### src/hdl/adc_uart_pkg.sv
// ====================================================================
// Shared widths, types and constants of the ADC to UART design
// Imported by every RTL module with a wildcard import
// ====================================================================

package adc_uart_pkg;

	// ================================================================
	// LTC2308 ADC
	// ================================================================
	localparam int ADC_BITS = 12;
	typedef logic [ADC_BITS-1:0] adc_sample_t;

	localparam int ADC_CFG_BITS = 6;
	// S/D=1, O/S=0, S1=0, S0=0, UNI=1, SLP=0 selects single-ended channel 0
	localparam logic [ADC_CFG_BITS-1:0] ADC_CONFIG_WORD = 6'b100010;

	// Conversion takes up to 1.6 us, i.e. 80 cycles of a 50 MHz clock
	localparam int TCONV_CYCLES = 80;

	// ================================================================
	// APB and UART register map
	// ================================================================
	localparam int APB_ADDR_BITS = 32;
	localparam int APB_DATA_BITS = 32;
	typedef logic [APB_ADDR_BITS-1:0] apb_addr_t;
	typedef logic [APB_DATA_BITS-1:0] apb_data_t;

	typedef enum logic [7:0] {
		UART_THR = 8'h00,
		UART_LSR = 8'h14
	} uart_reg_e;

	// Set when the transmit holding register can take a byte
	localparam int LSR_THRE_BIT = 5;

	// ================================================================
	// Message text
	// ================================================================
	typedef logic [7:0] byte_t;

	localparam int MSG_LEN = 12;
	localparam logic [47:0] MSG_PREFIX = "ch0=0x";
	localparam byte_t ASCII_CR = 8'h0D;
	localparam byte_t ASCII_LF = 8'h0A;

endpackage

### src/hdl/adc_sampler.sv
// ====================================================================
// LTC2308 serial engine, one channel 0 conversion per sample_request
// ====================================================================

`timescale 1ns/100ps

module adc_sampler import adc_uart_pkg::*; (
	input  logic        pll0_clock0,
	input  logic        my_reset,
	input  logic        sample_request,
	input  logic        adc_sdo,
	output logic        sample_valid,
	output adc_sample_t sample_data,
	output logic        adc_convst,
	output logic        adc_sck,
	output logic        adc_sdi
);

	typedef enum logic [1:0] {
		S_IDLE,
		S_CONVERT,
		S_WAIT,
		S_SHIFT
	} sampler_state_e;

	localparam int WAIT_W = $clog2(TCONV_CYCLES);
	localparam int BIT_W  = $clog2(ADC_BITS);

	sampler_state_e          state;
	logic [WAIT_W-1:0]       wait_cnt;
	logic [BIT_W-1:0]        bit_cnt;
	logic [ADC_CFG_BITS-1:0] cfg_shift;
	adc_sample_t             rx_shift;

	// CONVST is a single cycle pulse from the convert state
	assign adc_convst  = (state == S_CONVERT);
	// Config word leaves MSB first, zeros after the sixth bit
	assign adc_sdi     = cfg_shift[ADC_CFG_BITS-1];
	assign sample_data = rx_shift;

	always_ff @(posedge pll0_clock0 or posedge my_reset) begin
		if (my_reset) begin
			state        <= S_IDLE;
			wait_cnt     <= '0;
			bit_cnt      <= '0;
			cfg_shift    <= '0;
			adc_sck      <= 1'b0;
			sample_valid <= 1'b0;
		end else begin
			sample_valid <= 1'b0;
			case (state)
				S_IDLE: begin
					if (sample_request) begin
						state <= S_CONVERT;
					end
				end
				S_CONVERT: begin
					wait_cnt <= '0;
					state    <= S_WAIT;
				end
				S_WAIT: begin
					if (wait_cnt == WAIT_W'(TCONV_CYCLES - 1)) begin
						bit_cnt   <= '0;
						cfg_shift <= ADC_CONFIG_WORD;
						state     <= S_SHIFT;
					end else begin
						wait_cnt <= wait_cnt + 1'b1;
					end
				end
				S_SHIFT: begin
					// Two clocks per SCK period, low half first
					if (!adc_sck) begin
						adc_sck <= 1'b1;
					end else begin
						adc_sck   <= 1'b0;
						cfg_shift <= {cfg_shift[ADC_CFG_BITS-2:0], 1'b0};
						if (bit_cnt == BIT_W'(ADC_BITS - 1)) begin
							sample_valid <= 1'b1;
							state        <= S_IDLE;
						end else begin
							bit_cnt <= bit_cnt + 1'b1;
						end
					end
				end
				default: state <= S_IDLE;
			endcase
		end
	end

	// SDO is taken at the end of the high half, MSB first
	always_ff @(posedge pll0_clock0) begin
		if (state == S_SHIFT && adc_sck) begin
			rx_shift <= {rx_shift[ADC_BITS-2:0], adc_sdo};
		end
	end

endmodule

### src/hdl/message_builder.sv
// ====================================================================
// Paces sample requests and turns each sample into one 12 byte line
// ====================================================================

`timescale 1ns/100ps

module message_builder import adc_uart_pkg::*; #(
	parameter int SAMPLE_INTERVAL = 2**25
) (
	input  logic        pll0_clock0,
	input  logic        my_reset,
	input  logic        sample_valid,
	input  adc_sample_t sample_data,
	input  logic        full,
	output logic        sample_request,
	output logic        push,
	output byte_t       push_data
);

	typedef enum logic [1:0] {
		B_INTERVAL,
		B_WAIT_SAMPLE,
		B_PUSH
	} builder_state_e;

	localparam int CNT_W      = $clog2(SAMPLE_INTERVAL + 1);
	localparam int IDX_W      = $clog2(MSG_LEN);
	localparam int PREFIX_LEN = $bits(MSG_PREFIX) / 8;
	localparam int HEX_DIGITS = 4;

	// Sample widened to 16 bits, so the top digit reads 0
	typedef logic [4*HEX_DIGITS-1:0] hex_word_t;

	builder_state_e   state;
	logic [CNT_W-1:0] interval_cnt;
	logic [IDX_W-1:0] byte_idx;
	hex_word_t        sample_word;
	int               digit_idx;

	function automatic byte_t hex_char(input logic [3:0] nibble);
		if (nibble < 4'd10) begin
			return 8'h30 + {4'h0, nibble};
		end
		return 8'h37 + {4'h0, nibble};
	endfunction

	always_ff @(posedge pll0_clock0 or posedge my_reset) begin
		if (my_reset) begin
			state          <= B_INTERVAL;
			interval_cnt   <= '0;
			byte_idx       <= '0;
			sample_request <= 1'b0;
		end else begin
			sample_request <= 1'b0;
			case (state)
				B_INTERVAL: begin
					if (interval_cnt == CNT_W'(SAMPLE_INTERVAL - 1)) begin
						interval_cnt   <= '0;
						sample_request <= 1'b1;
						state          <= B_WAIT_SAMPLE;
					end else begin
						interval_cnt <= interval_cnt + 1'b1;
					end
				end
				B_WAIT_SAMPLE: begin
					if (sample_valid) begin
						byte_idx <= '0;
						state    <= B_PUSH;
					end
				end
				B_PUSH: begin
					// Stall on a full FIFO, the byte stays on push_data
					if (!full) begin
						if (byte_idx == IDX_W'(MSG_LEN - 1)) begin
							state <= B_INTERVAL;
						end else begin
							byte_idx <= byte_idx + 1'b1;
						end
					end
				end
				default: state <= B_INTERVAL;
			endcase
		end
	end

	always_ff @(posedge pll0_clock0) begin
		if (state == B_WAIT_SAMPLE && sample_valid) begin
			sample_word <= hex_word_t'(sample_data);
		end
	end

	assign push = (state == B_PUSH);

	// Byte select: prefix, hex digits, then CR LF
	always_comb begin
		digit_idx = int'(byte_idx) - PREFIX_LEN;
		if (int'(byte_idx) < PREFIX_LEN) begin
			push_data = MSG_PREFIX[8*(PREFIX_LEN-1-int'(byte_idx)) +: 8];
		end else if (digit_idx < HEX_DIGITS) begin
			push_data = hex_char(sample_word[4*(HEX_DIGITS-1-digit_idx) +: 4]);
		end else if (int'(byte_idx) == MSG_LEN - 2) begin
			push_data = ASCII_CR;
		end else begin
			push_data = ASCII_LF;
		end
	end

endmodule

### src/hdl/byte_fifo.sv
// ====================================================================
// Synchronous byte FIFO between the line formatter and the UART writer
// ====================================================================

`timescale 1ns/100ps

module byte_fifo import adc_uart_pkg::*; #(
	parameter int FIFO_DEPTH = 16
) (
	input  logic  pll0_clock0,
	input  logic  my_reset,
	input  logic  push,
	input  byte_t push_data,
	input  logic  pop,
	output byte_t pop_data,
	output logic  full,
	output logic  empty
);

	localparam int PTR_W = $clog2(FIFO_DEPTH);

	byte_t          mem [FIFO_DEPTH];
	logic [PTR_W-1:0] wr_ptr;
	logic [PTR_W-1:0] rd_ptr;
	logic [PTR_W:0]   count;
	logic             do_push;
	logic             do_pop;

	assign do_push  = push && !full;
	assign do_pop   = pop && !empty;
	assign full     = (count == (PTR_W+1)'(FIFO_DEPTH));
	assign empty    = (count == '0);
	// Head byte is always visible
	assign pop_data = mem[rd_ptr];

	always_ff @(posedge pll0_clock0 or posedge my_reset) begin
		if (my_reset) begin
			wr_ptr <= '0;
			rd_ptr <= '0;
			count  <= '0;
		end else begin
			if (do_push) begin
				wr_ptr <= wr_ptr + 1'b1;
			end
			if (do_pop) begin
				rd_ptr <= rd_ptr + 1'b1;
			end
			// Pointers wrap on their own, depth is a power of two
			if (do_push && !do_pop) begin
				count <= count + 1'b1;
			end else if (do_pop && !do_push) begin
				count <= count - 1'b1;
			end
		end
	end

	always_ff @(posedge pll0_clock0) begin
		if (do_push) begin
			mem[wr_ptr] <= push_data;
		end
	end

endmodule

### src/hdl/uart_apb_writer.sv
// ====================================================================
// APB master that polls the UART line status and writes each byte
// ====================================================================

`timescale 1ns/100ps

module uart_apb_writer import adc_uart_pkg::*; #(
	parameter apb_addr_t UART_BASE_ADDR = 32'hFFC0_2000
) (
	input  logic      pll0_clock0,
	input  logic      my_reset,
	input  logic      empty,
	input  byte_t     pop_data,
	input  apb_data_t prdata,
	input  logic      pready,
	output logic      pop,
	output apb_addr_t paddr,
	output logic      psel,
	output logic      penable,
	output logic      pwrite,
	output apb_data_t pwdata
);

	typedef enum logic [2:0] {
		A_IDLE,
		A_STAT_SETUP,
		A_STAT_ACCESS,
		A_WRITE_SETUP,
		A_WRITE_ACCESS
	} apb_state_e;

	localparam apb_addr_t THR_ADDR = UART_BASE_ADDR + apb_addr_t'(UART_THR);
	localparam apb_addr_t LSR_ADDR = UART_BASE_ADDR + apb_addr_t'(UART_LSR);

	apb_state_e state;
	logic       thr_empty;

	assign thr_empty = prdata[LSR_THRE_BIT];

	always_ff @(posedge pll0_clock0 or posedge my_reset) begin
		if (my_reset) begin
			state <= A_IDLE;
		end else begin
			case (state)
				A_IDLE: begin
					if (!empty) begin
						state <= A_STAT_SETUP;
					end
				end
				A_STAT_SETUP: state <= A_STAT_ACCESS;
				A_STAT_ACCESS: begin
					// Busy transmitter means another LSR read
					if (pready) begin
						state <= thr_empty ? A_WRITE_SETUP : A_STAT_SETUP;
					end
				end
				A_WRITE_SETUP: state <= A_WRITE_ACCESS;
				A_WRITE_ACCESS: begin
					if (pready) begin
						state <= A_IDLE;
					end
				end
				default: state <= A_IDLE;
			endcase
		end
	end

	// ================================================================
	// Bus outputs decoded from the state
	// ================================================================
	assign psel    = (state != A_IDLE);
	assign penable = (state == A_STAT_ACCESS) || (state == A_WRITE_ACCESS);
	assign pwrite  = (state == A_WRITE_SETUP) || (state == A_WRITE_ACCESS);
	assign paddr   = pwrite ? THR_ADDR : LSR_ADDR;
	// Head byte holds still until the pop, so pwdata is stable
	assign pwdata  = pwrite ? apb_data_t'(pop_data) : '0;

	// Byte leaves the FIFO when its THR write completes
	assign pop = (state == A_WRITE_ACCESS) && pready;

endmodule

### src/hdl/adc_uart_top.sv
// ====================================================================
// Top level: ADC sampler, line builder, byte FIFO and APB UART writer
// ====================================================================

`timescale 1ns/100ps

module adc_uart_top import adc_uart_pkg::*; #(
	parameter apb_addr_t UART_BASE_ADDR  = 32'hFFC0_2000,
	parameter int        SAMPLE_INTERVAL = 2**25,
	parameter int        FIFO_DEPTH      = 16
) (
	input  logic      pll0_clock0,
	input  logic      my_reset,
	input  logic      adc_sdo,
	input  apb_data_t prdata,
	input  logic      pready,
	output logic      adc_convst,
	output logic      adc_sck,
	output logic      adc_sdi,
	output apb_addr_t paddr,
	output logic      psel,
	output logic      penable,
	output logic      pwrite,
	output apb_data_t pwdata
);

	// Sampler to builder
	logic        sample_request;
	logic        sample_valid;
	adc_sample_t sample_data;

	// Builder to FIFO to writer
	logic  push;
	byte_t push_data;
	logic  full;
	logic  pop;
	byte_t pop_data;
	logic  empty;

	adc_sampler u_sampler (
		.pll0_clock0    (pll0_clock0),
		.my_reset       (my_reset),
		.sample_request (sample_request),
		.adc_sdo        (adc_sdo),
		.sample_valid   (sample_valid),
		.sample_data    (sample_data),
		.adc_convst     (adc_convst),
		.adc_sck        (adc_sck),
		.adc_sdi        (adc_sdi)
	);

	message_builder #(
		.SAMPLE_INTERVAL (SAMPLE_INTERVAL)
	) u_builder (
		.pll0_clock0    (pll0_clock0),
		.my_reset       (my_reset),
		.sample_valid   (sample_valid),
		.sample_data    (sample_data),
		.full           (full),
		.sample_request (sample_request),
		.push           (push),
		.push_data      (push_data)
	);

	byte_fifo #(
		.FIFO_DEPTH (FIFO_DEPTH)
	) u_fifo (
		.pll0_clock0 (pll0_clock0),
		.my_reset    (my_reset),
		.push        (push),
		.push_data   (push_data),
		.pop         (pop),
		.pop_data    (pop_data),
		.full        (full),
		.empty       (empty)
	);

	uart_apb_writer #(
		.UART_BASE_ADDR (UART_BASE_ADDR)
	) u_writer (
		.pll0_clock0 (pll0_clock0),
		.my_reset    (my_reset),
		.empty       (empty),
		.pop_data    (pop_data),
		.prdata      (prdata),
		.pready      (pready),
		.pop         (pop),
		.paddr       (paddr),
		.psel        (psel),
		.penable     (penable),
		.pwrite      (pwrite),
		.pwdata      (pwdata)
	);

endmodule

### config.mk
export PLATFORM = sky130hd
export DESIGN_NAME = adc_uart_top
export DESIGN_NICKNAME = d
export VERILOG_FILES = /design/src/hdl/adc_uart_pkg.sv /design/src/hdl/adc_sampler.sv /design/src/hdl/message_builder.sv /design/src/hdl/byte_fifo.sv /design/src/hdl/uart_apb_writer.sv /design/src/hdl/adc_uart_top.sv
export SDC_FILE = /design/constraint.sdc
export NUM_CORES = 1
export LEC_CHECK = 0
export BUFFER_PORTS_ARGS = -buffer_cell sky130_fd_sc_hd__buf_2
export CORE_MARGIN = 1
export CORE_UTILIZATION = 45
export CTS_BUF_LIST = sky130_fd_sc_hd__clkbuf_8
export DETAILED_ROUTE_END_ITERATION = 8
export SYNTH_ARGS = -nofsm -noshare
export SYNTH_HDL_FRONTEND = slang
export SYNTH_HIERARCHICAL = 1
export SYNTH_SLANG_ARGS = --single-unit
### constraint.sdc
create_clock -name pll0_clock0 -period 3.7 [get_ports pll0_clock0]
set_clock_uncertainty 0.2 [all_clocks]
set_input_delay 0.555 -clock pll0_clock0 [delete_from_list [all_inputs] [get_ports pll0_clock0]]
set_output_delay 0.555 -clock pll0_clock0 [all_outputs]
set_load 0.05 [all_outputs]
==> results of run 1 <==
[power breakdown]
group	internal, mW	switching [mW]
Combinational	0.00391	0.140
Clock	1.22	0.977
Sequential	2.62	0
[flip-flops by register name, indices dropped and copies added, names as in the netlist]
signal and count:
u_builder/sample_word 12, u_sampler/cfg_shift 5, u_fifo/wr_ptr 4, u_builder/state 2, u_sampler/state 2, u_sampler/sample_data 12
u_sampler/bit_cnt 4, u_sampler/adc_sck 1, u_fifo/rd_ptr 4, u_builder/interval_cnt 26, u_writer/state 3, u_sampler/wait_cnt 7
u_builder/sample_request 1, u_sampler/sample_valid 1, u_fifo/mem 128, u_fifo/count 5, u_builder/byte_idx 4
[final timing paths]
| check | to | slack (ps) | startpoint | cells past startpoint |
|---|---|---|---|---|
| min reg2reg | u_builder/sample_word[11] | 230 | u_sampler/sample_data[11] | 0 |
| min in group asynchronous | u_writer/state[2] | 300 | my_reset | 3 |
| min | u_writer/state[2] | 50 | pready | 2 |
| max in group asynchronous | u_builder/interval_cnt[19] | 2120 | my_reset | 4 |
| max | pwdata[6] | 180 | u_fifo/rd_ptr[0] | 7 |
| max reg2reg | u_fifo/mem[13][0] | 550 | u_builder/byte_idx[2] | 8 |
[cell families after synthesis]
logic type | count (synthesis)
flip-flops | 221
AND/OR/NAND/NOR | 208
AO/OA/AOI/OAI | 113
buffers and inverters | 105
multiplexers | 58
XOR/XNOR | 38
adder cells (fa/ha/maj) | 23
other | 3
[stage by stage]
stage | worst slack [ps] | cell area (µm²) | total power, mW
2_1_floorplan | 795 | 10500 | 2.85
3_3_place_gp | 662 | 10500 | 2.81
3_5_place_dp | 527 | 10500 | 2.81
4_1_cts | 134 | 11300 | 5.03
5_1_grt | 25.1 | 11300 | 5.16
6_report | 184 | 11300 | 4.96
[layout make-up]
cell class / count / area (µm²) / area share (%)
repair buffers: 43 / 290 / 2.56
well taps: 285 / 357 / 3.14
inverters: 21 / 78.8 / 0.695
multi-input cells: 495 / 3540 / 31.2
clock inverters: 21 / 93.8 / 0.827
clock buffers: 50 / 688 / 6.07
flip-flops and latches: 221 / 6290 / 55.5
[synth_stat cells, drive strengths merged (16+ instances only)]
| master | instances |
|---|---|
| xnor2 | 26 |
| o21ai | 37 |
| nand3 | 19 |
| buf | 79 |
| ha | 22 |
| and2 | 16 |
| a221oi | 17 |
| a21oi | 16 |
| inv | 20 |
| nor2 | 47 |
| dfrtp | 69 |
| edfxtp | 152 |
| mux2i | 37 |
| mux4 | 16 |
| nand2 | 54 |
[metal layers]
layer  vias to the layer above  GRT usage (%)  part of all wire [%]  wire length, µm
met2                       147           32.3                    53            10800
met3                        37           3.89                   4.5              914
met5                         -              0                     0                0
li1                       2840              -                     -                -
met1                      3079           21.3                    40             8250
met4                         0           5.43                   2.2              456
[repair_timing]
item,CTS,global route
hold buffers,2,0
endpoints found under the hold margin,31,0
resized for setup,0,0
==> impl_metrics.env, run 1 <==
export IMPL_avgSynthCellArea_um2=13.4
export IMPL_fmax_mhz=284
export IMPL_layout_common_cells="152 x edfxtp_1, 68 x dfrtp_1, 55 x conb_1"
export IMPL_setup_viol=0
export IMPL_peakVddDrop_mv=0.350
export IMPL_io_pins=106
export IMPL_synth_seq_area_share_pct=60.8
export IMPL_final_antenna_net_count=0
export IMPL_wl_per_cell_um=18.0
export IMPL_diodes=0
export IMPL_clock_latency_ps=530
export IMPL_grt_pass1_wl_um=33000
export IMPL_rsz0062_at_grt="no"
export IMPL_cpPeakStageDelay_ps=590
export IMPL_hp_class="input pin to flop"
export IMPL_area_growth_pct=9.70
export IMPL_cellLeakagePower_nw=4.39
export IMPL_first_pass_iters=5
export IMPL_synthArstFlopShare_pct=31.2
export IMPL_critPathBufInv=2
export IMPL_tightest_slew_ps=1240
export IMPL_synthSimpleGateAreaFrac_pct=11.0
export IMPL_hpwl_um=13400
export IMPL_crit_path_start_kind="flop"
export IMPL_fp_dieArea_um2=23600
export IMPL_fin_cells=1136
export IMPL_grt_pass1_vias=6322
export IMPL_cts_tree="built"
export IMPL_drive_gt1_share_pct=16.9
export IMPL_path_max_fanout=34
export IMPL_fp_dieW_um=154
export IMPL_routabilityCongestion=0.808
export IMPL_yosysWarnings=6
export IMPL_setup_tns_ps=0
export IMPL_core_um2=22600
export IMPL_finalHoldViolations=0
export IMPL_vias=6103
export IMPL_synth_compound_area_share_pct=7.51
export IMPL_critPathTopFamily="compound AO/OA/AOI/OAI gates"
export IMPL_synth_cell_types=77
export IMPL_synth_xor_area_share_pct=3.22
export IMPL_drt_iter0_drc=369
export IMPL_start_util_pct=45.8
export IMPL_crit_slowest_cell="a221oi_1"
export IMPL_cts_buffers=39
export IMPL_critPathKind="flop to primary output"
export IMPL_viasPerCell=5.37
export IMPL_grt_max_degree=35
export IMPL_post_place_cells=1063
export IMPL_cts_setup_buffers=0
export IMPL_antenna_found_initial=0
export IMPL_io_buffers=20
export IMPL_fin_crit_sh_pct=95.0
export IMPL_clockBufferDepth=3
export IMPL_powerDensity_nw_per_um2=437
export IMPL_syn_inst=769
export IMPL_synth_mux_area_share_pct=7.65
export IMPL_synth_edf_count=152
export IMPL_overflow=0
export IMPL_period_minus_slack_ps=3520
export IMPL_fillCellCount=1955
export IMPL_outcome="completed"
export IMPL_synth_largest_area_cell="edfxtp_1"
export IMPL_required_ps=2940
export IMPL_yosys_top_cells_area="edfxtp_1 44%, dfrtp_1 17%, buf_4 4.5%, mux2i_1 3.6%, mux4_2 3.5%"
export IMPL_end_kind="primary output"
export IMPL_track_usage_pct=17.9
export IMPL_synth_top_area_share_pct=44.1
export IMPL_drv_cap=0
export IMPL_crit_arrival_ps=2760
export IMPL_die_height_um=154
export IMPL_whs_ps=53.7
export IMPL_path_cells="buf_12 -> mux2i_1 -> a221oi_1 -> a22oi_1 -> nand2_1 -> and2_1 -> buf_2"
export IMPL_drcViolationCount=0
export IMPL_synth_top_family_by_area="simple AND/OR/NAND/NOR gates"
export IMPL_h_tree_depth=2
export IMPL_layout_commonest_cell="edfxtp_1"
export IMPL_cts_sinks=221
export IMPL_final_nets=880
export IMPL_max_slew_margin_pct=17.0
export IMPL_root_buffer="clkbuf_8"
export IMPL_netlist_area_um2=10300
export IMPL_synth_flop_cell="edfxtp_1"
export IMPL_synth_adder_area_share_pct=2.86
export IMPL_ys_ff_latch=221
export IMPL_rows=55
export IMPL_path_clk_slew_ps=60
export IMPL_final_core_util_pct=50.3
export IMPL_maxSlewViolCount=0
export IMPL_drt_total_wl_um=20400
Power figures use the tool's default switching activity.
==> run 2, diff against run 1 <==
--- a/config.mk
+++ b/config.mk
@@ -7,7 +7,7 @@
 export LEC_CHECK = 0
 export BUFFER_PORTS_ARGS = -buffer_cell sky130_fd_sc_hd__buf_2
 export CORE_MARGIN = 1
-export CORE_UTILIZATION = 45
+export CORE_UTILIZATION = 30
 export CTS_BUF_LIST = sky130_fd_sc_hd__clkbuf_8
 export DETAILED_ROUTE_END_ITERATION = 8
 export SYNTH_ARGS = -nofsm -noshare
==> impl_metrics.env, run 2 (synthesized netlist as in run 1, its figures left out) <==
export IMPL_outcome="completed"
export IMPL_swShare_pct=22.1
export IMPL_finalHoldViolations=0
export IMPL_powerDensity_nw_per_um2=428
export IMPL_peakVddDrop_mv=0.297
export IMPL_fp_dieArea_um2=35200
export IMPL_rsz0062_at_grt="no"
export IMPL_cts_resized=0
export IMPL_cts_sinks=221
export IMPL_seqPwrFrac_pct=53.3
export IMPL_grt_pass1_wl_um=30900
export IMPL_track_usage_pct=11.1
export IMPL_io_buffers=20
export IMPL_final_antenna_net_count=0
export IMPL_final_nets=873
export IMPL_hpwl_um=12800
export IMPL_drive_gt1_share_pct=15.9
export IMPL_antenna_found_initial=0
export IMPL_required_ps=2940
export IMPL_maxSlewViolCount=0
export IMPL_design_area_um2=11500
export IMPL_placed_area_um2=10700
export IMPL_fin_crit_sh_pct=92.0
export IMPL_grt_max_degree=25
export IMPL_final_core_util_pct=34.1
export IMPL_max_slew_margin_pct=20.6
export IMPL_setup_viol=0
export IMPL_hp_class="input pin to flop"
export IMPL_start_util_pct=30.7
export IMPL_io_pins=106
export IMPL_h_tree_depth=2
export IMPL_pwr_share_clk_pct=43.7
export IMPL_r2r_cells=9
export IMPL_first_pass_iters=5
export IMPL_path_clk_slew_ps=60
export IMPL_clock_latency_ps=510
export IMPL_root_buffer="clkbuf_8"
export IMPL_post_place_ws_ps=311
export IMPL_crit_arrival_ps=2650
export IMPL_cts_buffers=36
export IMPL_setup_tns_ps=0
export IMPL_drt_iter0_drc=342
export IMPL_cellLeakagePower_nw=4.34
export IMPL_drt_total_wl_um=19500
export IMPL_diodes=0
export IMPL_cts_tree="built"
export IMPL_fmax_mhz=294
export IMPL_reg_largest_list="u_fifo/mem x128, u_builder/interval_cnt x26"
export IMPL_overflow=0
export IMPL_drcViolationCount=0
export IMPL_largest_register="u_fifo/mem"
export IMPL_core_um2=33700
export IMPL_largest_reg_flops=128
export IMPL_end_kind="primary output"
export IMPL_die_height_um=188
export IMPL_rows=67
export IMPL_tightest_slew_ps=1180
export IMPL_power_mw=4.92
export IMPL_fp_dieW_um=188
export IMPL_power_frac_comb_pct=2.9
export IMPL_power_switching_mw=1.08
export IMPL_area_growth_pct=11.0
export IMPL_holdPathStages=2
export IMPL_wl_per_cell_um=15.2
export IMPL_setup_ws_ps=297
export IMPL_cts_setup_buffers=0
export IMPL_period_minus_slack_ps=3400
export IMPL_routabilityCongestion=0.742
export IMPL_layout_commonest_cell="edfxtp_1"
export IMPL_layout_common_cells="152 x edfxtp_1, 68 x dfrtp_1, 55 x conb_1"
export IMPL_vias=5829
export IMPL_grt_pass1_vias=5733
export IMPL_drv_cap=0
export IMPL_critPathKind="flop to primary output"
export IMPL_viasPerCell=4.53
export IMPL_path_max_fanout=22
export IMPL_clockBufferDepth=3
export IMPL_crit_path_start_kind="flop"
export IMPL_cellInternalPower_mw=3.83
export IMPL_fillCellCount=3310
export IMPL_cts_hold_buf=2
run 2: routing by layer:
metal / wire length [µm] / up-vias / track usage, %
met3: 931 / 22 / 2.38
met1: 8990 / 2869 / 15.0
met2: 9340 / 115 / 18.0
li1: - / 2823 / -
met4: 269 / 0 / 3.25
met5: 0 / - / 0
run 2: worst paths after layout:
path,startpoint,end,slack (ps)
max reg2reg,u_builder/byte_idx[2],u_fifo/mem[1][2],340
min,pready,u_writer/state[2],80
max,u_fifo/rd_ptr[0],pwdata[5],300
min in group asynchronous,my_reset,u_writer/state[2],330
max in group asynchronous,my_reset,u_builder/interval_cnt[6],2190
min reg2reg,u_sampler/sample_data[11],u_builder/sample_word[11],230
run 2: power groups by stage:
stage / combinational (mW) / sequential [mW] / clock (mW)
detailed placement: 0.141 / 2.67 / 0
CTS: 0.143 / 2.62 / 2.23
global placement: 0.141 / 2.67 / 0
global route: 0.152 / 2.62 / 2.35
floorplan: 0.177 / 2.67 / 0
finish: 0.143 / 2.62 / 2.15
run 2: cell type report:
| type | count | area [µm²] | area share [%] |
|---|---|---|---|
| Sequential cell | 221 | 6290 | 54.8 |
| Inverter | 21 | 78.8 | 0.687 |
| Timing Repair Buffer | 39 | 273 | 2.38 |
| Clock buffer | 40 | 551 | 4.80 |
| Multi-Input combinational cell | 495 | 3540 | 30.9 |
| Clock inverter | 22 | 179 | 1.56 |
| Tap cell | 448 | 561 | 4.88 |
run 2: worst max-delay path, stage by stage, from the launching register on:
cell and delay, ps:
dfrtp_2 690, buf_12 270, mux2i_1 100, a221oi_1 460, a22oi_1 170, nand2_1 80, and2_1 110, buf_2 260
run 2: stage by stage:
step	cells	hold slack [ps]
after floorplan	821	109
after global placement	1222	207
after detailed placement	1222	212
after CTS	1286	52.4
after global routing	1286	98.4
final	1286	81.1
